==> config.mk <==
export PLATFORM = sky130hd
export DESIGN_NAME = byte_counter
export DESIGN_NICKNAME = d
export VERILOG_FILES = /design/src/mem_pkg.sv /design/src/byte_counter.sv
export VERILOG_INCLUDE_DIRS = /design/src
export SDC_FILE = /design/constraint.sdc
export NUM_CORES = 1
export LEC_CHECK = 0
export ABC_AREA = 1
export BUFFER_PORTS_ARGS = -buffer_cell sky130_fd_sc_hd__buf_4
export CAP_MARGIN = 15
export CORE_AREA = 10 10 47 49
export DETAILED_ROUTE_END_ITERATION = 16
export DIE_AREA = 0 0 57 59
export GPL_TIMING_DRIVEN = 0
export PLACE_DENSITY = 0.51
export SKIP_CTS_REPAIR_TIMING = 1
export SKIP_LAST_GASP = 1
export SYNTH_ARGS = -nofsm -noshare
export SYNTH_HDL_FRONTEND = slang
export SYNTH_SLANG_ARGS = --single-unit
==> constraint.sdc <==
create_clock -name clk_in -period 2.05 [get_ports clk_in]
set_input_delay 0.5125 -clock clk_in [delete_from_list [all_inputs] [get_ports clk_in]]
set_output_delay 0.5125 -clock clk_in [all_outputs]
set_load 0.02 [all_outputs]
==> src/mem_defs.svh <==
`ifndef MEM_DEFS_SVH
`define MEM_DEFS_SVH

// access kinds seen by the memory stage
`define CMD_NONE 4'd0
`define CMD_LB   4'd1
`define CMD_LH   4'd2
`define CMD_LW   4'd3
`define CMD_LBU  4'd4
`define CMD_LHU  4'd5
`define CMD_SB   4'd6
`define CMD_SH   4'd7
`define CMD_SW   4'd8

// 4 KiB byte RAM
`define RAM_ADDR_W 12

// byte counts per access
`define LEN_BYTE 3'd1
`define LEN_HALF 3'd2
`define LEN_WORD 3'd4

`define WORD_ZERO 32'h0000_0000
`define REG_ZERO  5'd0
`define LEN_ZERO  3'd0

`endif

==> src/mem_pkg.sv <==
`include "mem_defs.svh"

package mem_pkg;

    // data or address word
    typedef logic [31:0] word_t;

    // one RAM location
    typedef logic [7:0] byte_t;

    // destination register index
    typedef logic [4:0] reg_addr_t;

    typedef logic [3:0] cmd_t;

    // byte count of one access, 0 to 4
    typedef logic [2:0] data_len_t;

    // byte position inside a word
    typedef logic [1:0] byte_idx_t;

    typedef logic [`RAM_ADDR_W-1:0] ram_addr_t;

    typedef enum logic [1:0] {
        IDLE,
        READ,
        WRITE,
        DONE
    } ctrl_state_e;

endpackage

==> src/byte_counter.sv <==
`timescale 1ns/1ps

module byte_counter import mem_pkg::*; (
    input  logic      clk_in,
    input  logic      rst_i,
    input  logic      clear_i,
    input  logic      en_i,
    input  data_len_t len_i,
    input  logic      load_i,
    output byte_idx_t byte_idx_o,
    output byte_idx_t prev_idx_o,
    output logic      last_o
);

    byte_idx_t idx_q;
    byte_idx_t prev_q;
    data_len_t len_q;
    data_len_t last_idx;

    always_ff @(posedge clk_in)
    begin
        if (rst_i)
        begin
            idx_q  <= '0;
            prev_q <= '0;
            len_q  <= '0;
        end
        else
        begin
            if (load_i)
            begin
                len_q <= len_i;
            end
            if (clear_i)
            begin
                idx_q  <= '0;
                prev_q <= '0;
            end
            else if (en_i)
            begin
                // previous index drives the read capture slot
                prev_q <= idx_q;
                idx_q  <= idx_q + 2'd1;
            end
        end
    end

    assign last_idx   = len_q - 3'd1;
    assign last_o     = ({1'b0, idx_q} == last_idx);
    assign byte_idx_o = idx_q;
    assign prev_idx_o = prev_q;

endmodule

# Word-level counts from Yosys, hierarchy flattened
# Index checks and enable logic that the tools add are counted.
# word_totals
latchBits,0
reg_bits,7
ramBits,0
inputBits,8
romBits,0
memories,0
word_cells,7
# classes
bitwise,0
div_mod_pow,0
eq_ne,1
magnitude_cmp,0
n_mul,0
reduce_logical,1
n_addsub,2
muxes,0
shifts,0
# ops
operator,count
$eq 2x3->1,1
$sub 3x1->3 const B,1
$add 2x1->2 const B,1
$reduce_or 2->1,1

# Longest topological paths before layout
# logic_depth
depth_word,2
ltp_mapped,7

# Worst setup path before layout
# Ideal clock, no wire load.
# synth_path
path_kind,register to output
start,register len_q[0]
end,output last_o
path_slack_ps,497
n_path_buf,0
t_required_ps,1537
path_stages_with_launch,8
arrival_ps,1041
path_cell_list,dfxtp_1 -> inv_1 -> ha_1 -> inv_1 -> nand2_1 -> nand2_1 -> nand2_1 -> nor2_2
# synth_between
elab_chain_cells,2
# synth_rtl
element,line,rtl
start: declaration,byte_counter.sv:17,data_len_t len_q;
start signal: assignment,byte_counter.sv:32,len_q <= len_i;
$sub 3x1->3,byte_counter.sv:48,assign last_idx = len_q - 3'd1;
$eq 2x3->1,byte_counter.sv:49,"assign last_o = ({1'b0, idx_q} == last_idx);"
end: declaration,byte_counter.sv:12,output logic last_o
# No other way between the ends.

# Worst setup path in the final report
# Same ends and word-level chain as after synthesis.

==> results by group <==
Outcome
  – Outcome: complete, no violations

Worst setup path
  – Category of the critical setup timing path: register to output port
  – Sort of element at the end of the critical path: output port
  – Critical path cell sequence: inv_1, ha_1, inv_1, nand2_1, nand2_1, nand2_1, nor2_2, buf_4
  – Cell type of the slowest stage on the worst timing path: sky130_fd_sc_hd__dfxtp_1
  – Data arrival, critical path: roughly 1.4 ns
  – Delay-heaviest family, CP: flip-flops
  – Element type at the critical path start: register
  – Most used cell, CP: sky130_fd_sc_hd__nand2_1
  – Reg2reg setup slack: between 1 and 1.5 ns
  – CP max FO: 3
  – Required time at the endpoint of the critical path: approximately 1.5 ns
  – Slowest cell delay on critical path: approximately 0.32 ns
  – Worst path bufs/invs: 3

Global route
  – Global routing's busiest layer: met2
  – Congestion Overflow GR: 0
  – Met1 Usage GRT: 5.60%
  – Initial antenna violation count: 0
  – Global-route wire length before repair: approximately 1300 microns
  – GR Util met2: approximately 6.2%
  – Total global routing track utilization: ~5%
  – Vias in the first global route: ~340
  – Met3 track demand over resource: under 10%
  – Pin count of the biggest net entering global routing: 6

Cells and area
  – Area growth from synthesis to layout: 43.4%
  – Final net count: 71
  – Number of fillers in the final layout: 168
  – Layout cells sized above 1: 27.9%
  – Inserted Diodes: 0

Power and ir drop
  – Worst supply voltage drop on vdd: just under 400 uV
  – Pwr per Cell Area: roughly 700 nW/um^2
  – Overall power consumption: between 300 and 400 uW
  – Leakage power: around 0.00022 uW

Die
  – Area enclosed by the die boundary: roughly 3400 sq um
  – Std cell rows: 14
  – Area of the placeable core: ~1400 sq um
  – Horizontal die dimension: between 50 and 60 microns
  – Initial Utilization: 22.4%
  – Top-level I/O count: 13
  – Height of the chip: just under 60 microns

CTS
  – Clock tree root buffer cell: sky130_fd_sc_hd__clkbuf_4
  – Cts bufs inserted: 3
  – Max clock buf depth: 2
  – Deepest level of the CTS H-tree: 1
  – Post-CTS clock slew at the launch and capture registers of the worst setup and hold paths: around 0.050 ns
  – Clock sink count: 7
  – CTS tree: done
  – Clock latency at the later pin of the worst-skew pair: between 0.2 and 0.3 ns

Drt
  – Post-detailed-route DRC marker count: 0
  – DRC marker count from the first detailed-route iteration: 11
  – Antenna-violating nets left: 0
  – Routed Wire Length: between 600 and 700 microns
  – Routed wire length per instance: approximately 9 microns
  – Vias per Instance: 3.99
  – Via count: 307
  – Detailed-routing iteration count for the pre-antenna-repair pass: 4

Timing
  – Share of the cycle needed by the critical path after routing: 91.2%
  – Clock period minus worst slack: roughly 1.9 ns
  – Final count of pins violating max slew: 0
  – Slew headroom: 88.5%
  – Tightest Pin Transition: 0.172 ns
  – Setup clock skew after layout: ~0.0027 ns
  – Final sum of negative setup slack: 0 ns
  – Highest clock frequency the design can meet: ~0.53 GHz
  – Setup violations, final: 0
  – Unrepaired setup endpoints after global routing: no
  – Worst-case setup margin in the final layout: ~0.18 ns
  – Final number of hold-violating endpoints: 0

Worst hold path
  – Class of the worst hold path: register to register

Place
  – Hpwl dp: 581 microns
  – RePlAce Congestion: between 0.7 and 0.8
  – Number of I/O port buffers: 12
  – Post-placement worst setup slack: between 0.4 and 0.5 ns

Logic synthesis
  – Total of warnings raised by yosys: 0
  – #FFs+latches synth: 7
  – Mapped Cells: 45
  – Count of unique library cells instantiated by Yosys: 10
  – Fraction of the yosys area taken by sequential cells: 44.6%
  – Nets in the synthesized netlist: 54
  – Total standard cell area after synthesis: between 300 and 400 sq um
  – Average cell area after synthesis: 6.98 sq um

Run
  – Max-capacitance violation count: 0
==> cell usage after synthesis <==
cell type | number | area, sq um
sky130_fd_sc_hd__ha_1 | 1 | 12.5
sky130_fd_sc_hd__dfxtp_1 | 7 | 140
sky130_fd_sc_hd__xor2_1 | 1 | 8.76
sky130_fd_sc_hd__inv_1 | 9 | 33.8
sky130_fd_sc_hd__a21oi_1 | 6 | 30.0
sky130_fd_sc_hd__nor2_2 | 2 | 12.5
sky130_fd_sc_hd__o21ai_1 | 1 | 5.00
sky130_fd_sc_hd__nand2_1 | 12 | 45.0
sky130_fd_sc_hd__o21ai_0 | 3 | 15.0
sky130_fd_sc_hd__nor2_1 | 3 | 11.3
==> path summary, 6_finish.rpt <==
check | start | to | cells after the start
worst min register to register | len_q[1] | len_q[1] | 2
worst max register to register | byte_idx_o[0] | byte_idx_o[1] | 3
worst min-delay path | len_q[1] | len_q[1] | 2
worst max-delay path | len_q[0] | last_o | 8
==> worst register-to-register path: stages, from the launching register on <==
cell and delay (ns):
sky130_fd_sc_hd__dfxtp_1 0.40, sky130_fd_sc_hd__nand2_1 0.11, sky130_fd_sc_hd__o21ai_1 0.13, sky130_fd_sc_hd__nor2_1 0.05
==> cell families after synthesis <==
family,Yosys count,share of synthesized area [%]
AOI/OAI and AO/OA,10,15.9
DFF,7,44.6
adders and majority gates,1,3.98
buffers and inverters,9,10.8
and+or+nand+nor,17,21.9
xor gates and xnor gates,1,2.79
==> per-layer routing <==
metal | routed length (microns) | vias up
met4 | 10 | 0
met1 | 341 | 124
met5 | 0 | -
met2 | 269 | 10
li1 | - | 171
met3 | 74 | 2
==> metrics by stage <==
step / hold WS, ns / util [%] / cells / instance area (sq um)
3_5_place_dp: 0.453 / 30.3 / 73 / 424
5_1_grt: 0.494 / 32.1 / 77 / 450
4_1_cts: 0.461 / 32.1 / 77 / 450
3_3_place_gp: 0.449 / 30.3 / 73 / 424
2_1_floorplan: 0.437 / - / 45 / 314
6_report: 0.457 / 32.1 / 77 / 450
==> cells in the final DEF, fill, tap and decap left out <==
master and count:
sky130_fd_sc_hd__buf_4 12, sky130_fd_sc_hd__clkbuf_4 3, sky130_fd_sc_hd__o21ai_1 1, sky130_fd_sc_hd__dfxtp_1 7, sky130_fd_sc_hd__nor2_1 3, sky130_fd_sc_hd__ha_1 1
sky130_fd_sc_hd__inv_1 9, sky130_fd_sc_hd__nand2_1 12, sky130_fd_sc_hd__xor2_1 1, sky130_fd_sc_hd__clkbuf_1 1, sky130_fd_sc_hd__o21ai_0 3, sky130_fd_sc_hd__nor2_2 2
sky130_fd_sc_hd__a21oi_1 6
==> state kept, by name (all words and copies together) (netlist names) <==
signal      cells
byte_idx_o      2
prev_idx_o      2
len_q           3
==> cell type report <==
cell class / instances / area (sq um) / area share (%)
Clock buffer: 4 / 26.3 / 5.83
Inverter: 9 / 33.8 / 7.50
Tap cell: 16 / 20.0 / 4.44
Multi-Input combinational cell: 29 / 140 / 31.1
Timing Repair Buffer: 12 / 90.1 / 20.0
Sequential cell: 7 / 140 / 31.1
==> where the power goes <==
part	total [uW]	internal, uW	switching [uW]	leakage (uW)
combinational	46.9	22.9	24.0	0.000144
clock	123	74.2	49.3	0.0000150
sequential	146	142	3.86	0.0000574
Power figures use the tool's default switching activity.
