===== src/mem_defs.svh =====
`ifndef MEM_DEFS_SVH
`define MEM_DEFS_SVH

// access kinds seen by the memory stage
`define CMD_NONE 4'd0
`define CMD_LB   4'd1
`define CMD_LH   4'd2
`define CMD_LW   4'd3
`define CMD_LBU  4'd4
`define CMD_LHU  4'd5
`define CMD_SB   4'd6
`define CMD_SH   4'd7
`define CMD_SW   4'd8

// 4 KiB byte RAM
`define RAM_ADDR_W 12

// byte counts per access
`define LEN_BYTE 3'd1
`define LEN_HALF 3'd2
`define LEN_WORD 3'd4

`define WORD_ZERO 32'h0000_0000
`define REG_ZERO  5'd0
`define LEN_ZERO  3'd0

`endif


===== src/mem_pkg.sv =====
`include "mem_defs.svh"

package mem_pkg;

    // data or address word
    typedef logic [31:0] word_t;

    // one RAM location
    typedef logic [7:0] byte_t;

    // destination register index
    typedef logic [4:0] reg_addr_t;

    typedef logic [3:0] cmd_t;

    // byte count of one access, 0 to 4
    typedef logic [2:0] data_len_t;

    // byte position inside a word
    typedef logic [1:0] byte_idx_t;

    typedef logic [`RAM_ADDR_W-1:0] ram_addr_t;

    typedef enum logic [1:0] {
        IDLE,
        READ,
        WRITE,
        DONE
    } ctrl_state_e;

endpackage


===== src/mem_ctrl_fsm.sv =====
`timescale 1ns/1ps

module mem_ctrl_fsm import mem_pkg::*; (
    input  logic clk_in,
    input  logic rst_i,
    input  logic read_req_i,
    input  logic write_req_i,
    input  logic cnt_last_i,
    output logic ctrl_busy_o,
    output logic load_done_o,
    output logic latch_req_o,
    output logic cnt_clear_o,
    output logic cnt_en_o,
    output logic cap_en_o,
    output logic ram_we_o
);

    ctrl_state_e state_q;
    ctrl_state_e state_d;
    // extra read cycle after the last address
    logic        rd_tail_q;
    // a byte address went out last cycle
    logic        cap_pend_q;

    always_ff @(posedge clk_in)
    begin
        if (rst_i)
        begin
            state_q    <= IDLE;
            rd_tail_q  <= 1'b0;
            cap_pend_q <= 1'b0;
        end
        else
        begin
            state_q    <= state_d;
            rd_tail_q  <= (state_q == READ) && !rd_tail_q && cnt_last_i;
            cap_pend_q <= (state_q == READ) && !rd_tail_q;
        end
    end

    always_comb
    begin
        state_d     = state_q;
        ctrl_busy_o = 1'b0;
        load_done_o = 1'b0;
        latch_req_o = 1'b0;
        cnt_clear_o = 1'b0;
        cnt_en_o    = 1'b0;
        cap_en_o    = 1'b0;
        ram_we_o    = 1'b0;
        case (state_q)
            IDLE:
            begin
                if (read_req_i || write_req_i)
                begin
                    latch_req_o = 1'b1;
                    cnt_clear_o = 1'b1;
                    state_d     = read_req_i ? READ : WRITE;
                end
            end
            READ:
            begin
                ctrl_busy_o = 1'b1;
                cap_en_o    = cap_pend_q;
                if (rd_tail_q)
                begin
                    state_d = DONE;
                end
                else
                begin
                    cnt_en_o = 1'b1;
                end
            end
            WRITE:
            begin
                ctrl_busy_o = 1'b1;
                ram_we_o    = 1'b1;
                cnt_en_o    = 1'b1;
                if (cnt_last_i)
                begin
                    state_d = DONE;
                end
            end
            DONE:
            begin
                load_done_o = 1'b1;
                cnt_clear_o = 1'b1;
                state_d     = IDLE;
            end
            default:
            begin
                state_d = IDLE;
            end
        endcase
    end

endmodule


===== config.mk =====
export PLATFORM = sky130hd
export DESIGN_NAME = mem_ctrl_fsm
export DESIGN_NICKNAME = d
export VERILOG_FILES = /design/src/mem_pkg.sv /design/src/mem_ctrl_fsm.sv
export VERILOG_INCLUDE_DIRS = /design/src
export SDC_FILE = /design/constraint.sdc
export NUM_CORES = 1
export LEC_CHECK = 0
export BUFFER_PORTS_ARGS = -buffer_cell sky130_fd_sc_hd__buf_2
export CORE_AREA = 8 8 45 47
export CTS_CLUSTER_DIAMETER = 60
export DETAILED_ROUTE_END_ITERATION = 8
export DIE_AREA = 0 0 53 55
export SYNTH_ARGS = -nofsm -noshare
export SYNTH_HDL_FRONTEND = slang
export SYNTH_SLANG_ARGS = --single-unit

===== constraint.sdc =====
create_clock -name clk_in -period 1.9 [get_ports clk_in]
set_input_delay 0 -clock clk_in [delete_from_list [all_inputs] [get_ports clk_in]]
set_output_delay 0 -clock clk_in [all_outputs]
set_load 0.01 [all_outputs]

## After elaboration in Yosys (flattened, before gate mapping)

Index checks and enable logic that the tools add are counted.

- Register bits: 4
- Output and inout port bits: 7
- Logic and storage cells: 30

- Equality and inequality tests: 6
- Multiplexer cells: 14
- Reductions and logical operators: 7

Operators with widths:

| operator | number |
|---|---|
| 2-bit 2-to-1 mux | 4 |
| 2-bit case mux with 4 select lines | 1 |
| 1-bit 2-to-1 mux | 7 |
| 2-bit inequality test (second input constant) | 3 |
| 2-bit equality test (second input constant) | 2 |
| 1-bit case mux with 2 select lines | 2 |
| 3-bit AND reduction | 1 |
| 2-bit by 1-bit equality test with 1-bit output (second input constant) | 1 |
| 1-bit logical AND | 2 |
| 2-bit zero test | 1 |
| 2-bit OR reduction | 1 |
| 1-bit zero test | 1 |
| 1-bit logical OR | 1 |

## Depth between registers and ports, before layout

Gate-level depths: netlist of run 1.

- Depth in word-level cells: 3
- Depth in mapped cells: 5

## Worst setup path after synthesis of run 1

OpenSTA, ideal clock, no wires.

- Kind: reg2reg
- From: register state_q[0]
- To: register state_q[0]
- Data arrival time: 1.324 ns
- Data required time: 1.779 ns
- Slack: 0.455 ns
- Stages on the path, launching flop included: 5
- Path buffers: 0
- Period minus slack after synthesis: 1.445 ns
- Path through: dfxtp_1 inv_1 ha_1 a221oi_4 mux2_4

- Longest elaborated chain between the ends: 3
- Elaborated cells on any way between the ends: 9

Ends and longest elaborated chain:

| element | line | text |
|---|---|---|
| from (decl) | mem_ctrl_fsm.sv:18 | `ctrl_state_e state_q;` |
| from (signal assigned) | mem_ctrl_fsm.sv:35 | `state_q <= state_d;` |
| 2-bit by 1-bit equality test with 1-bit output (tied with other cells) | mem_ctrl_fsm.sv:51 | `case (state_q)` |
| 2-bit inequality test (no line) | -- |  |
| 3-bit AND reduction (no line) | -- |  |

Parallel ways exist; a longest one is shown, timed or not.
A chain may end at the register's enable or synchronous reset.

## Worst setup path after layout of run 1

- From: register state_q[1]
- To: register state_q[0]

Same word-level chain as after synthesis.

==> results_dict.tcl, run 1 <==
set metrics [dict create \
    post_synth_num_cell_types 14 \
    mappedNetlistNets 42 \
    yosys_register_bits 4 \
    cellLeakagePower_nw 0.222 \
    overflow 0 \
    timing.setup.critical_path_class "register to register" \
    yosysSeqAreaShare_pct 25.7 \
    synth_area_per_cell_um2 10.0 \
    routabilityCongestion 0.745 \
    timing.clock.skew_ns 0.00421 \
    slew_violations 0 \
    fin_crit_sh_pct 81.2 \
    post_layout_minimum_cycle_time_ns 1.54 \
    place.port_buffers 11 \
    cts.repair.resized 0 \
    cp_max_fo 5 \
    dp_hpwl_um 557 \
    irDropWorstVdd_mv 0.462 \
    worst-r2r-cell-count 5 \
    ios 12 \
    critical_path_startpoint_category "register" \
    floorplan.core_area_um2 1380 \
    floorplan.initialDensity_pct 22.5 \
    drv_cap 0 \
    netlist_area_pre_place_um2 312 \
    cts-root-to-sink-buffers 2 \
    ant_nets 0 \
    cts_tree "done" \
    grt_start_max_net_pins 6 \
    netlist.top_cell.by_area "dfxtp_1" \
    ctsHtreeMaxLevel 1 \
    worstMarginPinSlew_ns 0.280 \
    placedInstanceArea_um2 387 \
    drtIter0Drc 0 \
    timing.slew.headroom_pct 81.4 \
    yosys.area_share.xor_xnor_pct 0 \
    finalSetupViolations 0 \
    synth_top_family_by_area "adder cells" \
    power-per-cell-area_nw_per_um2 1460 \
    worst_hold_path.num_cells 3 \
    grt_antenna_before_repair 0 \
    ys.warnings.count 0 \
    worst-endpoint-arrival_ns 1.67 \
    worst_hold_path_ep "state_q[1]" \
    synthDominantCellAreaShare_pct 25.7 \
    fin_util_pct 31.0 \
    most_common_cell_after_layout_fill_and_taps_aside "buf_2" \
    timing.critical_path.required_ns 2.03 \
    worst_hold_startpoint "read_req_i" \
    groute.usage.overall_pct 5.96 \
    hold_viol_final 0 \
    drc 0 \
    worst_setup_path_end_kind "register" \
    drt_first_pass_iters 1 \
    wirelength_um 670 \
    rr_startpoint "state_q[1]" \
    simple_logic_cell_fraction_of_the_synthesized_area_pct 18.9 \
    first_global_vias 277 \
    routed_wire_length_per_instance_um 10.6 \
    placement_rows 14 \
    clock_insertion_delay_worst_skew_ns 0.24 \
    totalNegativeSetupSlack_ns 0 \
    total_die_area_um2 2920 \
    post_route_cells_drive_above_1_share_pct 40.4 \
    final.hold.worst_slack_ns 0.127 \
    ff_to_ff_end "state_q[0]" \
    count_of_antenna_diodes_in_the_layout 0 \
    nets 60 \
    dr_total_vias 261 \
    reg2reg_setup_slack_ns 0.36 \
    post-place-cells 58 \
    layout_common_cells "buf_2 (11), ha_1 (6), nor2_1 (5)" \
    synth_compound_gate_area_share_pct 16.5 \
    outcome "finished, final reports clean" \
    synthCells 31 \
    dieHeight_um 55 \
    clk_root_buffer_cell "clkbuf_4" \
    post_synth_mux_area_share_pct 11.2 \
    via_per_inst 4.14 \
    post_synth_fa_ha_maj_area_fraction_pct 24.1 \
    finalNonFillerCells 63 \
    grt_pass1_wl_um 1190 \
    clk_pin_slew_worst_paths_ns 0.04 \
    tritoncts.num_buffers 3 \
    die_x_um 53 \
    rsz0062_at_grt "false" \
    areaGrowthSynthToFinish_pct 37.8 \
    netlist_top_cells_area "dfxtp_1 (26%), ha_1 (24%), a221oi_4 (8.4%)" \
    max_freq_mhz 648 \
    min-delay-path-class "primary input to register" \
    finish.instance_area_um2 429 \
    cts_sinks 4 \
]
## how the worst max path moves through the flow
stage | start | end | slack [ns] | depth (start not counted)
after global placement | state_q[1] | state_q[0] | 0.38 | 5
after floorplan | state_q[0] | state_q[0] | 0.45 | 4
after detailed placement | state_q[1] | state_q[0] | 0.35 | 5
final | state_q[1] | state_q[0] | 0.36 | 5
after CTS | state_q[1] | state_q[0] | 0.34 | 5
after global routing | state_q[1] | state_q[0] | 0.26 | 5
## sequential cells by signal, indices dropped and copies added, names as in the netlist
signal	count
cap_pend_q	1
rd_tail_q	1
state_q	2
## cells by family after synthesis
logic type | after synthesis
flip-flops | 4
adder cells (fa/ha/maj) | 6
AND/OR/NAND/NOR | 11
buffers and inverters | 3
AO/OA/AOI/OAI | 4
multiplexers | 3
## per-stage QoR
stage	total power, W	setup WS [ns]
floorplan	0.000416	0.455
global placement	0.000525	0.381
detailed placement	0.000526	0.346
CTS	0.000645	0.338
global route	0.000686	0.256
finish	0.000626	0.356
## power breakdown
| group | internal (W) | total [W] | switching [W] |
|---|---|---|---|
| clock | 0.0000707 | 0.000106 | 0.0000356 |
| sequential | 0.000108 | 0.000127 | 0.0000188 |
| combinational | 0.000189 | 0.000393 | 0.000204 |
## routing by layer
| metal | global-route usage, % | vias up | wire [um] | share of wire, % |
|---|---|---|---|---|
| met2 | 9.18 | 7 | 309 | 46 |
| met5 | 0 | - | 0 | 0 |
| li1 | - | 134 | - | - |
| met3 | 3.74 | 2 | 60 | 9.0 |
| met4 | 6.47 | 0 | 9 | 1.3 |
| met1 | 5.02 | 118 | 290 | 43 |
## critical path, stage by stage, from the launching register on
cell and delay, ns:
dfxtp_1 0.38, inv_1 0.10, ha_1 0.20, nor2b_2 0.18
a221oi_4 0.25, mux2_4 0.32
## cell usage after synthesis (all sizes together)
library cell,number
a221oi,1
nand2b,1
mux2i,2
ha,6
dfxtp,4
and2,2
nor2b,2
mux2,1
nor2,6
inv,3
a211o,1
o21a,2
## final cells by class
class	instances	area, um2
clock buffer	3	22.5
fill	161	955
inverter	3	11.3
multi-input combinational	24	220
sequential	4	80.1
tap	16	20.0
timing repair buffer	13	75.1
## repair_timing
| action | in CTS | in global routing |
|---|---|---|
| hold buffers | 2 | 0 |
| endpoints found under the hold margin | 2 | 0 |
| buffers inserted | 0 | 0 |
No activity file was read; power rests on OpenSTA's default activity.
==> inputs of run 2 (changes only) <==
Settings changed: ABC_AREA from default to 1.
Clock period 1.9 ns to 1.28 ns, I/O delays scaled along.
==> run 2 against run 1 <==
Utilization rose by 1.3 points. Sequential power rose by 58%. Critical endpoint is now cnt_en_o. Register-to-register slack got worse by 0.17 ns. Largest power group unchanged. Combinational power rose by 47%. Non-clock buffer count did not move. Wire length fell by 3.7%. Sequential share of layout area rose by 0.39 points. Sequential cell count did not move. Final cell count rose by 19%. Clock-buffer cell count did not move. Via count rose by 12%. Die area did not move.
==> results_dict.tcl, run 2 <==
set metrics [dict create \
    clock_insertion_delay_worst_skew_ns 0.23 \
    synth_area_per_cell_um2 6.98 \
    dp_hpwl_um 557 \
    reg_top3 "state_q: 2 flops, cap_pend_q: 1 flops, rd_tail_q: 1 flops" \
    timing.clock.skew_ns 0.00539 \
    ios 12 \
    timing.slew.headroom_pct 90.1 \
    power_frac_seq_pct 21.6 \
    cp_max_fo 5 \
    worstMarginPinSlew_ns 0.147 \
    floorplan.core_area_um2 1380 \
    cellLeakagePower_nw 0.251 \
    count_of_antenna_diodes_in_the_layout 0 \
    cts_post_setup_buffers_inserted 0 \
    comb_power_share_pct 62.0 \
    post_layout_minimum_cycle_time_ns 1.18 \
    drc 0 \
    cts_tree "done" \
    die_x_um 53 \
    dieHeight_um 55 \
    irDropWorstVdd_mv 0.379 \
    tritoncts.num_buffers 3 \
    grt_start_max_net_pins 6 \
    routabilityCongestion 0.686 \
    grt_pass1_wl_um 1280 \
    timing.setup.critical_path_class "register to output pin" \
    groute.usage.overall_pct 5.73 \
    ys.warnings.count 0 \
    slew_violations 0 \
    layout_common_cells "buf_2 (11), nand2_1 (10), inv_1 (7), nor2_1 (7), ha_1 (4)" \
    clk_root_buffer_cell "clkbuf_4" \
    ctsHtreeMaxLevel 1 \
    netSwitchingPower_w 0.000399 \
    synthCells 43 \
    post_synth_num_cell_types 10 \
    switching_share_pct 42.8 \
    fin_crit_sh_pct 92.4 \
    cts_sinks 4 \
    dominantRegCellSynth "dfxtp_1" \
    total_chip_power_w 0.000931 \
    routed_wire_length_per_instance_um 8.60 \
    post-route-worst-setup-slack_ns 0.0978 \
    netlist.top_cell.by_area "dfxtp_1" \
    worst-endpoint-arrival_ns 1.18 \
    outcome "finished, final reports clean" \
    first_global_vias 325 \
    most_common_cell_after_layout_fill_and_taps_aside "buf_2" \
    worst_setup_path_end_kind "output pin" \
    max_freq_mhz 846 \
    cts-root-to-sink-buffers 2 \
    power_share_of_the_clock_group_pct 16.4 \
    power_report.internal_total_w 0.000533 \
    finalSetupViolations 0 \
    asyncSetResetFlopFracSynth_pct 0 \
    power-per-cell-area_nw_per_um2 2080 \
    wirelength_um 645 \
    synth_top_cells_by_count "nand2_1 (10), inv_1 (9), nor2_1 (8), ha_1 (6), dfxtp_1 (4)" \
    netlist_area_pre_place_um2 300 \
    grt_antenna_before_repair 0 \
    max_flop_register "state_q" \
    critical_path_startpoint_category "register" \
    floorplan.initialDensity_pct 21.7 \
    largest_reg_flops 2 \
    synth_most_common_cell "nand2_1" \
    dr_total_vias 293 \
    drt_first_pass_iters 2 \
    synth_edf_count 0 \
    nets 72 \
    netlist_top_cells_area "dfxtp_1 (27%), ha_1 (25%), nand2_1 (13%)" \
    overflow 0 \
    mappedNetlistNets 54 \
    via_per_inst 3.91 \
    timing.critical_path.required_ns 1.28 \
    min-delay-path-class "primary input to register" \
    clk_pin_slew_worst_paths_ns 0.04 \
    synthDominantCellAreaShare_pct 26.7 \
    ant_nets 0 \
    areaGrowthSynthToFinish_pct 48.7 \
    drtIter0Drc 1 \
    total_die_area_um2 2920 \
    hold_viol_final 0 \
    finalNonFillerCells 75 \
    totalNegativeSetupSlack_ns 0 \
    drv_cap 0 \
    post_route_cells_drive_above_1_share_pct 42.4 \
    post-place-cells 71 \
    detailedPlace.worstSlack_ns -0.00946 \
    yosysSeqAreaShare_pct 26.7 \
    yosys_register_bits 4 \
    place.port_buffers 11 \
    placement_rows 14 \
]
-- run 2: changes by cell type after synthesis, sizes merged, moves of 2 or more --
cell	delta
and2	-2
inv	+6
mux2i	-2
nand2	+11
nor2	+2
nor2b	-2
o21a	-2
o21ai	+2
-- run 2: routing by layer --
metal | GRT usage [%] | part of all wire [%]
met3 | 2.67 | 3.6
met5 | 0 | 0
met1 | 5.77 | 40
met2 | 9.96 | 56
met4 | 2.59 | 0
-- run 2: worst paths after layout --
kind	start	end	slack, ns	cells after the start
setup / recovery	state_q[0]	cnt_en_o	0.1	4
hold / removal	cnt_last_i	rd_tail_q	0.02	3
setup reg to reg	state_q[1]	state_q[1]	0.19	6
hold reg to reg	rd_tail_q	cap_pend_q	0.51	3
-- run 2: power groups by stage --
| stage | logic (W) | clock network (W) | registers [W] |
|---|---|---|---|
| final | 0.000577 | 0.000153 | 0.000201 |
| after floorplan | 0.000350 | 0 | 0.000182 |
| after global placement | 0.000513 | 0 | 0.000181 |
| after global routing | 0.000680 | 0.000174 | 0.000207 |
| after CTS | 0.000568 | 0.000156 | 0.000187 |
| after detailed placement | 0.000519 | 0 | 0.000182 |
-- run 2: kinds of logic (layout without fill, tap and decap cells) --
group,count (synthesis),after routing,synth area share [%]
DFF,4,4,26.7
buffers and inverters,9,25,11.2
AOI/OAI and AO/OA,3,3,5.83
and+or+nand+nor,21,21,31.3
adders and majority gates,6,6,25.0
-- run 2: per-stage QoR --
step	cell area, um2	hold WS [ns]	util, %
floorplan	300	0.0724	-
global placement	383	0.200	27.7
detailed placement	383	0.206	27.7
CTS	432	0.0162	31.2
global route	447	0.0333	32.3
finish	447	0.0170	32.3
-- run 2: final cells by class --
type	instances	area (um2)
clock buffer	3	22.5
tap	16	20.0
multi-input combinational	30	208
fill	159	937
sequential	4	85.1
inverter	9	38.8
timing repair buffer	13	72.6
-- run 2: critical path: stages, from the launching register on --
cell	delay, ns
dfxtp_4	0.37
inv_6	0.05
ha_4	0.27
a21boi_2	0.14
buf_2	0.14
-- run 2: what timing repair did --
item | in CTS | in global routing
endpoints found under the hold margin | 2 | 0
resized for setup | 5 | 7
hold buffers | 1 | 0
setup endpoints to repair | 3 | 2
