`src/mem_defs.svh`:
```
`ifndef MEM_DEFS_SVH
`define MEM_DEFS_SVH

// access kinds seen by the memory stage
`define CMD_NONE 4'd0
`define CMD_LB   4'd1
`define CMD_LH   4'd2
`define CMD_LW   4'd3
`define CMD_LBU  4'd4
`define CMD_LHU  4'd5
`define CMD_SB   4'd6
`define CMD_SH   4'd7
`define CMD_SW   4'd8

// 4 KiB byte RAM
`define RAM_ADDR_W 12

// byte counts per access
`define LEN_BYTE 3'd1
`define LEN_HALF 3'd2
`define LEN_WORD 3'd4

`define WORD_ZERO 32'h0000_0000
`define REG_ZERO  5'd0
`define LEN_ZERO  3'd0

`endif

```
`src/mem_pkg.sv`:
```
`include "mem_defs.svh"

package mem_pkg;

    // data or address word
    typedef logic [31:0] word_t;

    // one RAM location
    typedef logic [7:0] byte_t;

    // destination register index
    typedef logic [4:0] reg_addr_t;

    typedef logic [3:0] cmd_t;

    // byte count of one access, 0 to 4
    typedef logic [2:0] data_len_t;

    // byte position inside a word
    typedef logic [1:0] byte_idx_t;

    typedef logic [`RAM_ADDR_W-1:0] ram_addr_t;

    typedef enum logic [1:0] {
        IDLE,
        READ,
        WRITE,
        DONE
    } ctrl_state_e;

endpackage

```
`src/byte_lane_unit.sv`:
```
`timescale 1ns/1ps
`include "mem_defs.svh"

module byte_lane_unit import mem_pkg::*; (
    input  logic      clk_in,
    input  logic      rst_i,
    input  logic      latch_i,
    input  word_t     addr_i,
    input  word_t     wdata_i,
    input  byte_idx_t byte_idx_i,
    input  byte_idx_t cap_idx_i,
    input  logic      cap_en_i,
    input  byte_t     ram_rdata_i,
    output ram_addr_t ram_addr_o,
    output byte_t     ram_wdata_o,
    output word_t     read_word_o
);

    ram_addr_t base_q;
    word_t     wdata_q;
    word_t     word_q;

    always_ff @(posedge clk_in)
    begin
        if (latch_i)
        begin
            base_q  <= addr_i[`RAM_ADDR_W-1:0];
            wdata_q <= wdata_i;
        end
    end

    always_ff @(posedge clk_in)
    begin
        if (rst_i || latch_i)
        begin
            word_q <= '0;
        end
        else if (cap_en_i)
        begin
            word_q[{cap_idx_i, 3'b000} +: 8] <= ram_rdata_i;
        end
    end

    // little endian, byte 0 at the base address
    assign ram_addr_o  = base_q + {{(`RAM_ADDR_W-2){1'b0}}, byte_idx_i};
    assign ram_wdata_o = wdata_q[{byte_idx_i, 3'b000} +: 8];
    assign read_word_o = word_q;

endmodule

```
`config.mk`:
```
export PLATFORM = sky130hd
export DESIGN_NAME = byte_lane_unit
export DESIGN_NICKNAME = d
export VERILOG_FILES = /design/src/mem_pkg.sv /design/src/byte_lane_unit.sv
export VERILOG_INCLUDE_DIRS = /design/src
export SDC_FILE = /design/constraint.sdc
export NUM_CORES = 1
export LEC_CHECK = 0
export ABC_AREA = 0
export BUFFER_PORTS_ARGS = -buffer_cell sky130_fd_sc_hd__buf_2
export CORE_MARGIN = 2
export CORE_UTILIZATION = 43
export CTS_CLUSTER_SIZE = 14
export DETAILED_ROUTE_END_ITERATION = 6
export GPL_ROUTABILITY_DRIVEN = 1
export PLACE_DENSITY_LB_ADDON = 0.12
export SLEW_MARGIN = 20
export SYNTH_ARGS = -nofsm -noshare
export SYNTH_HDL_FRONTEND = slang
export SYNTH_SLANG_ARGS = --single-unit
```
`constraint.sdc`:
```
create_clock -name clk_in -period 1.76 [get_ports clk_in]
set_input_delay 0.176 -clock clk_in [delete_from_list [all_inputs] [get_ports clk_in]]
set_output_delay 0.176 -clock clk_in [all_outputs]
set_load 0.02 [all_outputs]
```
# After elaboration in Yosys (flattened, before gate mapping)
# Index checks and enable logic that the tools add are counted.
dict set report word_totals {
  reg_bits 76
  input_bits 80
}
dict set report classes {
  add_sub_neg 2
  shift 3
  n_mux 1
  reduce_logical 1
}
# operator n
set op_table {}
lappend op_table {{$bwmux 32} 1}
lappend op_table {{$shift 8x7->32 const A} 1}
lappend op_table {{$shiftx 32x6->8} 1}
lappend op_table {{$shiftx 8x7->32} 1}
lappend op_table {{$add 12x2->12} 1}
lappend op_table {{$neg 5->7} 1}
lappend op_table {{$logic_or 1x1->1} 1}

# Longest topological paths before layout
# Gate-level depths: netlist of the first run.
dict set report depth {
  ltp_word 3
  mapped_depth 7
  mapped_depth_nobuf 5
}

# Least setup slack after synthesis of the first run
# OpenSTA, ideal clock, no wires.
dict set report synth_timing {
  kind {input-to-output}
  from {input port byte_idx_i[1]}
  to {output port ram_addr_o[10]}
  arrival_ps 1781
  setup_slack_ps -197
  cell_stages 5
  path_cell_list {clkbuf_1 > inv_1 > fa_1 > nor4_2 > xor2_1}
}
dict set report synth_via {
  elab_chain_cells 1
}
# element line_no
set synth_lines {}
lappend synth_lines {{start, declared} byte_lane_unit.sv:10} ;# input byte_idx_t byte_idx_i,
lappend synth_lines {{$add 12x2->12} byte_lane_unit.sv:45} ;# assign ram_addr_o = base_q + {{(`RAM_ADDR_W-2){1'b0}}, byte_idx_i};
lappend synth_lines {{end, declared} byte_lane_unit.sv:14} ;# output ram_addr_t ram_addr_o,
# Every way passes these cells.

# Final worst setup path of the first run
dict set report layout_timing {
  from {register base_q[0]}
  to {output port ram_addr_o[6]}
}
dict set report layout_via {
  elab_chain_cells 1
}
# element line_no
set layout_lines {}
lappend layout_lines {{start, declared} byte_lane_unit.sv:19} ;# ram_addr_t base_q;
lappend layout_lines {{start signal, assigned} byte_lane_unit.sv:27} ;# base_q <= addr_i[`RAM_ADDR_W-1:0];
lappend layout_lines {{$add 12x2->12} byte_lane_unit.sv:45}
# Every way passes these cells.

==> results of run 1 <==
cell type report:
| type | instances | area, sq um | area share [%] |
|---|---|---|---|
| Sequential cell | 76 | 1960 | 44.6 |
| Multi-Input combinational cell | 144 | 1070 | 24.4 |
| Clock buffer | 10 | 128 | 2.90 |
| Clock inverter | 6 | 136 | 3.10 |
| Timing Repair Buffer | 148 | 956 | 21.7 |
| Inverter | 6 | 22.5 | 0.512 |
| Tap cell | 96 | 120 | 2.73 |
registers in the layout, indices dropped and copies added, names as in the netlist:
register     flops
base_q          12
wdata_q         32
read_word_o     32
final timing paths:
check	startpoint	endpoint	depth (start not counted)
max	base_q[0]	ram_addr_o[6]	7
max reg2reg	read_word_o[26]	read_word_o[26]	2
min	addr_i[0]	base_q[0]	1
min reg2reg	read_word_o[15]	read_word_o[15]	2
layer usage:
metal	GRT usage, %	vias up
li1	-	1184
met1	24.0	1099
met2	30.3	75
met3	3.73	8
met4	9.09	0
met5	0	-
critical path: cells and delay by family (launching register included):
| family | cells | cell delay [ns] |
|---|---|---|
| adder cells (fa/ha/maj) | 2 | 0.56 |
| buffers and inverters | 3 | 0.35 |
| flip-flops | 1 | 0.34 |
| XOR/XNOR | 1 | 0.17 |
| AND/OR/NAND/NOR | 1 | 0.14 |
power by group:
group | switching [W] | internal [W]
registers | 0.0000367 | 0.00197
logic | 0.000284 | 0.000248
clock network | 0.000624 | 0.00109
stage by stage:
stage          cell area, sq um  setup TNS, ns
4_1_cts                    4370          -2.72
2_1_floorplan              3110              0
3_5_place_dp               3790        -0.0935
5_1_grt                    4400          -3.69
3_3_place_gp               3790       -0.00127
6_report                   4400          -2.59
timing repair:
action / in CTS / in global routing
hold endpoints to repair: 27 / 0
hold buffers: 27 / 0
buffers inserted: 1 / 1
setup endpoints to repair: 11 / 11
pin swaps: 10 / 3
gates cloned: 0 / 0
gates resized for setup: 13 / 3
cell families (layout without fill, tap and decap cells):
kind of cell	after synthesis	count (layout)	share of synthesized area, %
compound gates	33	33	6.23
xor+xnor	10	10	2.85
fa+ha+maj	8	8	3.50
buf+inv	20	170	2.93
flops	76	76	63.8
mux	8	8	5.86
simple gates	85	85	14.8
cells in the final DEF (no fill, tap or decap), types with 2 or more instances in the layout:
cell type      count
nand4_1           25
xnor2_1            2
dfxtp_1           32
nor2b_1            3
dlygate4sd3_1     27
nor4_4             2
nand3_1            2
inv_2              2
buf_4             10
nor4_1             2
buf_6              4
nand2_1           32
edfxtp_1          44
nor2_1             7
buf_12             2
mux4_2             8
xor2_2             2
inv_1              4
ha_1               6
and3b_1            2
bufinv_16          4
xor2_1             6
a32oi_1            7
a21oi_1           26
clkbuf_8           9
buf_2            105
==> impl_metrics.py, run 1 <==
metrics = {
    "detailed_routing": {
        "wl_met3_microns": 386,
        "wl_met2_mm": 3.59,
        "top_layer": "met4",
        "ant_nets": 0,
        "route.final.wire_length_mm": 7.23,
        "first_pass_iters": 4,
        "wl_met1_mm": 3.17,
        "drc": 0,
        "vias": 2366,
        "initialDrtViolationCount": 123,
        "viasPerCell": 4.87,
        "wl_per_cell_microns": 14.9,
    },
    "floorplan": {
        "start_util_pct": 44.8,
        "die_area_sq_um": 7840,
        "die_w_microns": 88.6,
        "io_pins": 132,
        "design.core.area_sq_um": 6870,
        "num_rows": 30,
        "die_h_microns": 88.6,
    },
    "synth": {
        "ys_top_cells_by_count": "edfxtp_1, dfxtp_1, nand2_1",
        "synth_cell_type_count": 30,
        "yosysMostFrequentCell": "edfxtp_1",
        "netlist_instances": 240,
        "yosysTopAreaCell": "edfxtp_1",
        "seq_area_frac_synth_pct": 63.8,
        "yosysTopAreaCellShare_pct": 43.0,
        "postSynthAreaPerCell_sq_um": 12.8,
        "synth-main-ff-cell": "edfxtp_1",
        "synth_seq_cells": 76,
        "syn-cell-area_sq_um": 3070,
        "syn-num-nets": 328,
        "synth_area_leaders": "edfxtp_1, dfxtp_1, mux4_2",
        "synthArstFlopShare_pct": 0,
        "ys_warn_count": 0,
        "synth_edf_count": 44,
    },
    "min_path": {
        "min_path_type": "primary input to flop",
    },
    "timing": {
        "hold_ws_ns": 0.0154,
        "setup_violations": 10,
        "relSlewSlack_pct": 60.2,
        "finalCritPeriodShare_pct": 119,
        "hold_viol": 0,
        "fmax_mhz": 479,
        "finalClockSkew_ns": 0,
        "rsz0062_at_grt": "true",
        "tightest_slew_ns": 0.597,
        "fin_crit_ns": 2.09,
        "slew_viol_final": 0,
        "setup_ws_ns": -0.328,
    },
    "cells_and_area": {
        "final_cells": 486,
        "fillers": 599,
        "num_antenna_cells": 0,
        "final_nets": 473,
        "syn2layout_area_growth_pct": 43.0,
        "final_util_pct": 64.0,
        "layout-drive-gt1-share_pct": 40.3,
    },
    "outcome": {
        "status": "finished with violations",
        "violations": "negative setup slack",
    },
    "grt": {
        "grtUsageTotal_pct": 18.7,
        "grt_overflow_total": 0,
        "grt_pass1_vias": 2239,
        "grt_pass1_wl_mm": 10.9,
        "grt_max_degree": 38,
        "antenna_found_initial": 0,
    },
    "setup_path": {
        "cp-end-kind": "primary output",
        "crit_fanout": 3,
        "r2r_setup_slack_ns": 1.10,
        "max_stage_delay_ns": 0.37,
        "criticalPathCategory": "flop to primary output",
        "cp.required_ns": 1.58,
        "worst_setup_path_start_kind": "flop",
        "critPathArrivalTime_ns": 1.91,
        "crit_path_cell_trace": "ha_2 -> inv_2 -> fa_2 -> buf_12 -> nor3_2 -> xor2_1 -> buf_4",
        "critical-path-slowest-cell": "fa_2",
    },
    "power_and_ir_drop": {
        "power_w": 0.00425,
        "p_leak_nw": 1.79,
        "ir_worst_vdd_v": 0.000493,
        "powerDensity_nw_per_um2": 967,
    },
    "clock_tree": {
        "clkLatencyLatePin_ns": 0.34,
        "htreeDepth": 3,
        "path_clk_slew_ns": 0.08,
        "cts-root-buf": "clkbuf_8",
        "cts_inserted_buffers": 9,
        "clockBufferDepth": 2,
        "cts_tree": "yes",
        "clock_sinks": 76,
    },
    "run": {
        "drv_cap": 0,
    },
    "place": {
        "place_congestion": 0.799,
        "post-dp-hpwl_mm": 5.06,
        "dp.cells": 441,
        "io_buffers": 111,
        "pre_cts_slack_ns": -0.0527,
    },
}
No activity file was read; power rests on OpenSTA's default activity.
==> run 2, diff against run 1 <==
--- a/config.mk
+++ b/config.mk
@@ -6,13 +6,14 @@
 export SDC_FILE = /design/constraint.sdc
 export NUM_CORES = 1
 export LEC_CHECK = 0
-export ABC_AREA = 0
+export ABC_AREA = 1
 export BUFFER_PORTS_ARGS = -buffer_cell sky130_fd_sc_hd__buf_2
 export CORE_MARGIN = 2
 export CORE_UTILIZATION = 43
 export CTS_CLUSTER_SIZE = 14
 export DETAILED_ROUTE_END_ITERATION = 6
 export GPL_ROUTABILITY_DRIVEN = 1
+export MAX_ROUTING_LAYER = met4
 export PLACE_DENSITY_LB_ADDON = 0.12
 export SLEW_MARGIN = 20
 export SYNTH_ARGS = -nofsm -noshare
==> run 2 against run 1 <==
  * The run still ends with negative setup slack left
  * Highest routed layer unchanged
  * Worst setup slack better by 0.090 ns
  * First-iteration DRC count is 19% higher
  * Hold slack better by 0.015 ns
  * Sequential power hardly changed
  * Register-to-register slack better by 0.04 ns
  * Sequential share of layout area is 2.1 points lower
  * Cell area is 5.0% higher
  * Synthesized cell count is 29% higher
  * Via count is 18% higher
  * Utilization is 0.65 points higher
  * Clock power is 3% higher
  * Final cell count is 20% higher
==> impl_metrics.py, run 2 <==
metrics = {
    "timing": {
        "tns_ns": -1.14,
        "setup_ws_ns": -0.238,
        "fin_crit_ns": 2.00,
        "slew_viol_final": 0,
        "tightest_slew_ns": 0.469,
        "rsz0062_at_grt": "true",
        "hold_viol": 0,
        "finalCritPeriodShare_pct": 114,
        "setup_violations": 11,
        "relSlewSlack_pct": 68.7,
        "finalClockSkew_ns": 0,
        "fmax_mhz": 500,
    },
    "outcome": {
        "violations": "negative setup slack",
        "status": "finished with violations",
    },
    "detailed_routing": {
        "ant_nets": 0,
        "vias": 2801,
        "initialDrtViolationCount": 146,
        "first_pass_iters": 4,
        "route.final.wire_length_mm": 7.77,
        "drc": 0,
        "wl_per_cell_microns": 13.3,
        "viasPerCell": 4.80,
    },
    "synth": {
        "synth_cell_type_count": 19,
        "seq_area_frac_synth_pct": 62.8,
        "synthArstFlopShare_pct": 0,
        "synth_area_leaders": "edfxtp_1, dfxtp_1, nand2_1",
        "yosysTopAreaCell": "edfxtp_1",
        "ys_top_cells_by_count": "nand2_1, edfxtp_1, a21oi_1, dfxtp_1, nor2_1",
        "yosysTopAreaCellShare_pct": 42.3,
        "synth_edf_count": 44,
        "yosysMostFrequentCell": "nand2_1",
        "synth-main-ff-cell": "edfxtp_1",
        "syn-num-nets": 398,
        "netlist_instances": 310,
        "postSynthAreaPerCell_sq_um": 10.1,
        "ys_warn_count": 0,
        "synth_seq_cells": 76,
        "syn-cell-area_sq_um": 3120,
    },
    "floorplan": {
        "io_pins": 132,
        "die_w_microns": 89.2,
        "die_area_sq_um": 7960,
        "die_h_microns": 89.2,
        "start_util_pct": 43.7,
        "num_rows": 31,
        "design.core.area_sq_um": 7140,
    },
    "run": {
        "drv_cap": 0,
    },
    "cells_and_area": {
        "final_nets": 567,
        "syn2layout_area_growth_pct": 47.8,
        "layout_commonest_cell": "buf_2",
        "final_cells": 583,
        "mostFrequentLayoutCells": "buf_2, nand2_1, edfxtp_1",
        "final_util_pct": 64.7,
        "num_antenna_cells": 0,
        "layout-drive-gt1-share_pct": 32.2,
    },
    "grt": {
        "grt_overflow_total": 0,
        "grt_max_degree": 33,
        "grt_pass1_wl_mm": 11.8,
        "antenna_found_initial": 0,
        "grt_pass1_vias": 2637,
        "grtUsageTotal_pct": 20.4,
    },
    "setup_path": {
        "cp.required_ns": 1.58,
        "crit_fanout": 3,
        "critPathArrivalTime_ns": 1.82,
        "criticalPathCategory": "flop to primary output",
        "crit_end": "ram_addr_o[6]",
        "r2r_setup_slack_ns": 1.14,
        "r2r_end": "read_word_o[15]",
        "r2r-start": "read_word_o[15]",
        "cp-end-kind": "primary output",
        "worst_setup_path_start_kind": "flop",
        "startpoint": "base_q[0]",
        "rr_worst_depth": 2,
    },
    "place": {
        "place_congestion": 0.833,
        "dp.cells": 525,
        "post-dp-hpwl_mm": 5.22,
        "io_buffers": 111,
    },
    "power_and_ir_drop": {
        "powerDensity_nw_per_um2": 933,
        "ir_worst_vdd_v": 0.000426,
        "p_leak_nw": 1.97,
        "power_w": 0.00431,
    },
    "min_path": {
        "worstHoldStart": "wdata_i[3]",
        "min_path_type": "primary input to flop",
    },
    "clock_tree": {
        "cts_setup_buffers": 0,
        "cts_tree": "yes",
        "cts-root-buf": "clkbuf_8",
        "htreeDepth": 3,
        "path_clk_slew_ns": 0.08,
        "cts_inserted_buffers": 9,
        "clock_sinks": 76,
        "clockBufferDepth": 2,
        "clkLatencyLatePin_ns": 0.34,
    },
}
run 2: through the flow:
step / hold slack (ns) / setup slack (ns) / instance area (sq um)
global route: 0.00546 / -0.385 / 4610
finish: 0.0302 / -0.238 / 4610
floorplan: 0.275 / 0.0301 / 3120
global placement: 0.353 / 0.0341 / 3860
detailed placement: 0.354 / 0.00285 / 3860
CTS: 0.00181 / -0.274 / 4560
run 2: final cells by class:
type / count / area, sq um
inverters: 20 / 75.1
clock inverters: 7 / 146
multi-input cells: 207 / 1090
well taps: 99 / 124
flip-flops and latches: 76 / 1960
fillers: 637 / 2520
repair buffers: 165 / 1100
clock buffers: 9 / 124
run 2: report_power, final:
part | switching [W] | internal, W
clock network | 0.000662 | 0.00110
logic | 0.000299 | 0.000244
registers | 0.0000335 | 0.00197
run 2: how the worst min path moves through the flow:
stage	to	slack, ns	depth (start not counted)
floorplan	base_q[0]	0.27	0
global placement	wdata_q[3]	0.35	1
detailed placement	wdata_q[10]	0.35	1
CTS	base_q[4]	0.002	1
global route	wdata_q[3]	0.005	1
finish	wdata_q[3]	0.03	1
run 2: logic make-up (layout without fill, tap and decap cells):
| logic type | after synthesis | count (layout) | share of synthesized area, % |
|---|---|---|---|
| flops | 76 | 76 | 62.8 |
| fa+ha+maj | 8 | 8 | 3.45 |
| compound gates | 57 | 57 | 9.46 |
| buf+inv | 27 | 201 | 3.41 |
| simple gates | 135 | 135 | 18.9 |
| xor+xnor | 7 | 7 | 1.96 |
run 2: critical path: stages (launching register included):
cell	delay [ns]
edfxtp_1	0.33
ha_1	0.15
inv_1	0.06
fa_2	0.36
nand3b_1	0.18
nor2_2	0.10
xor2_1	0.16
buf_4	0.16
run 2: what timing repair did:
item | 4_1_cts | 5_1_grt
hold buffers | 38 | 4
hold endpoints to repair | 38 | 4
gates resized for setup | 19 | 4
endpoints found under the setup margin | 11 | 11
pin swaps | 5 | 2
run 2: routing by layer:
metal | track usage, % | wire length, microns | vias up
met5 | - | 0 | -
met1 | 23.4 | 3320 | 1302
met4 | 10.4 | 165 | 0
met3 | 3.79 | 369 | 17
li1 | - | - | 1399
met2 | 34.1 | 3920 | 83
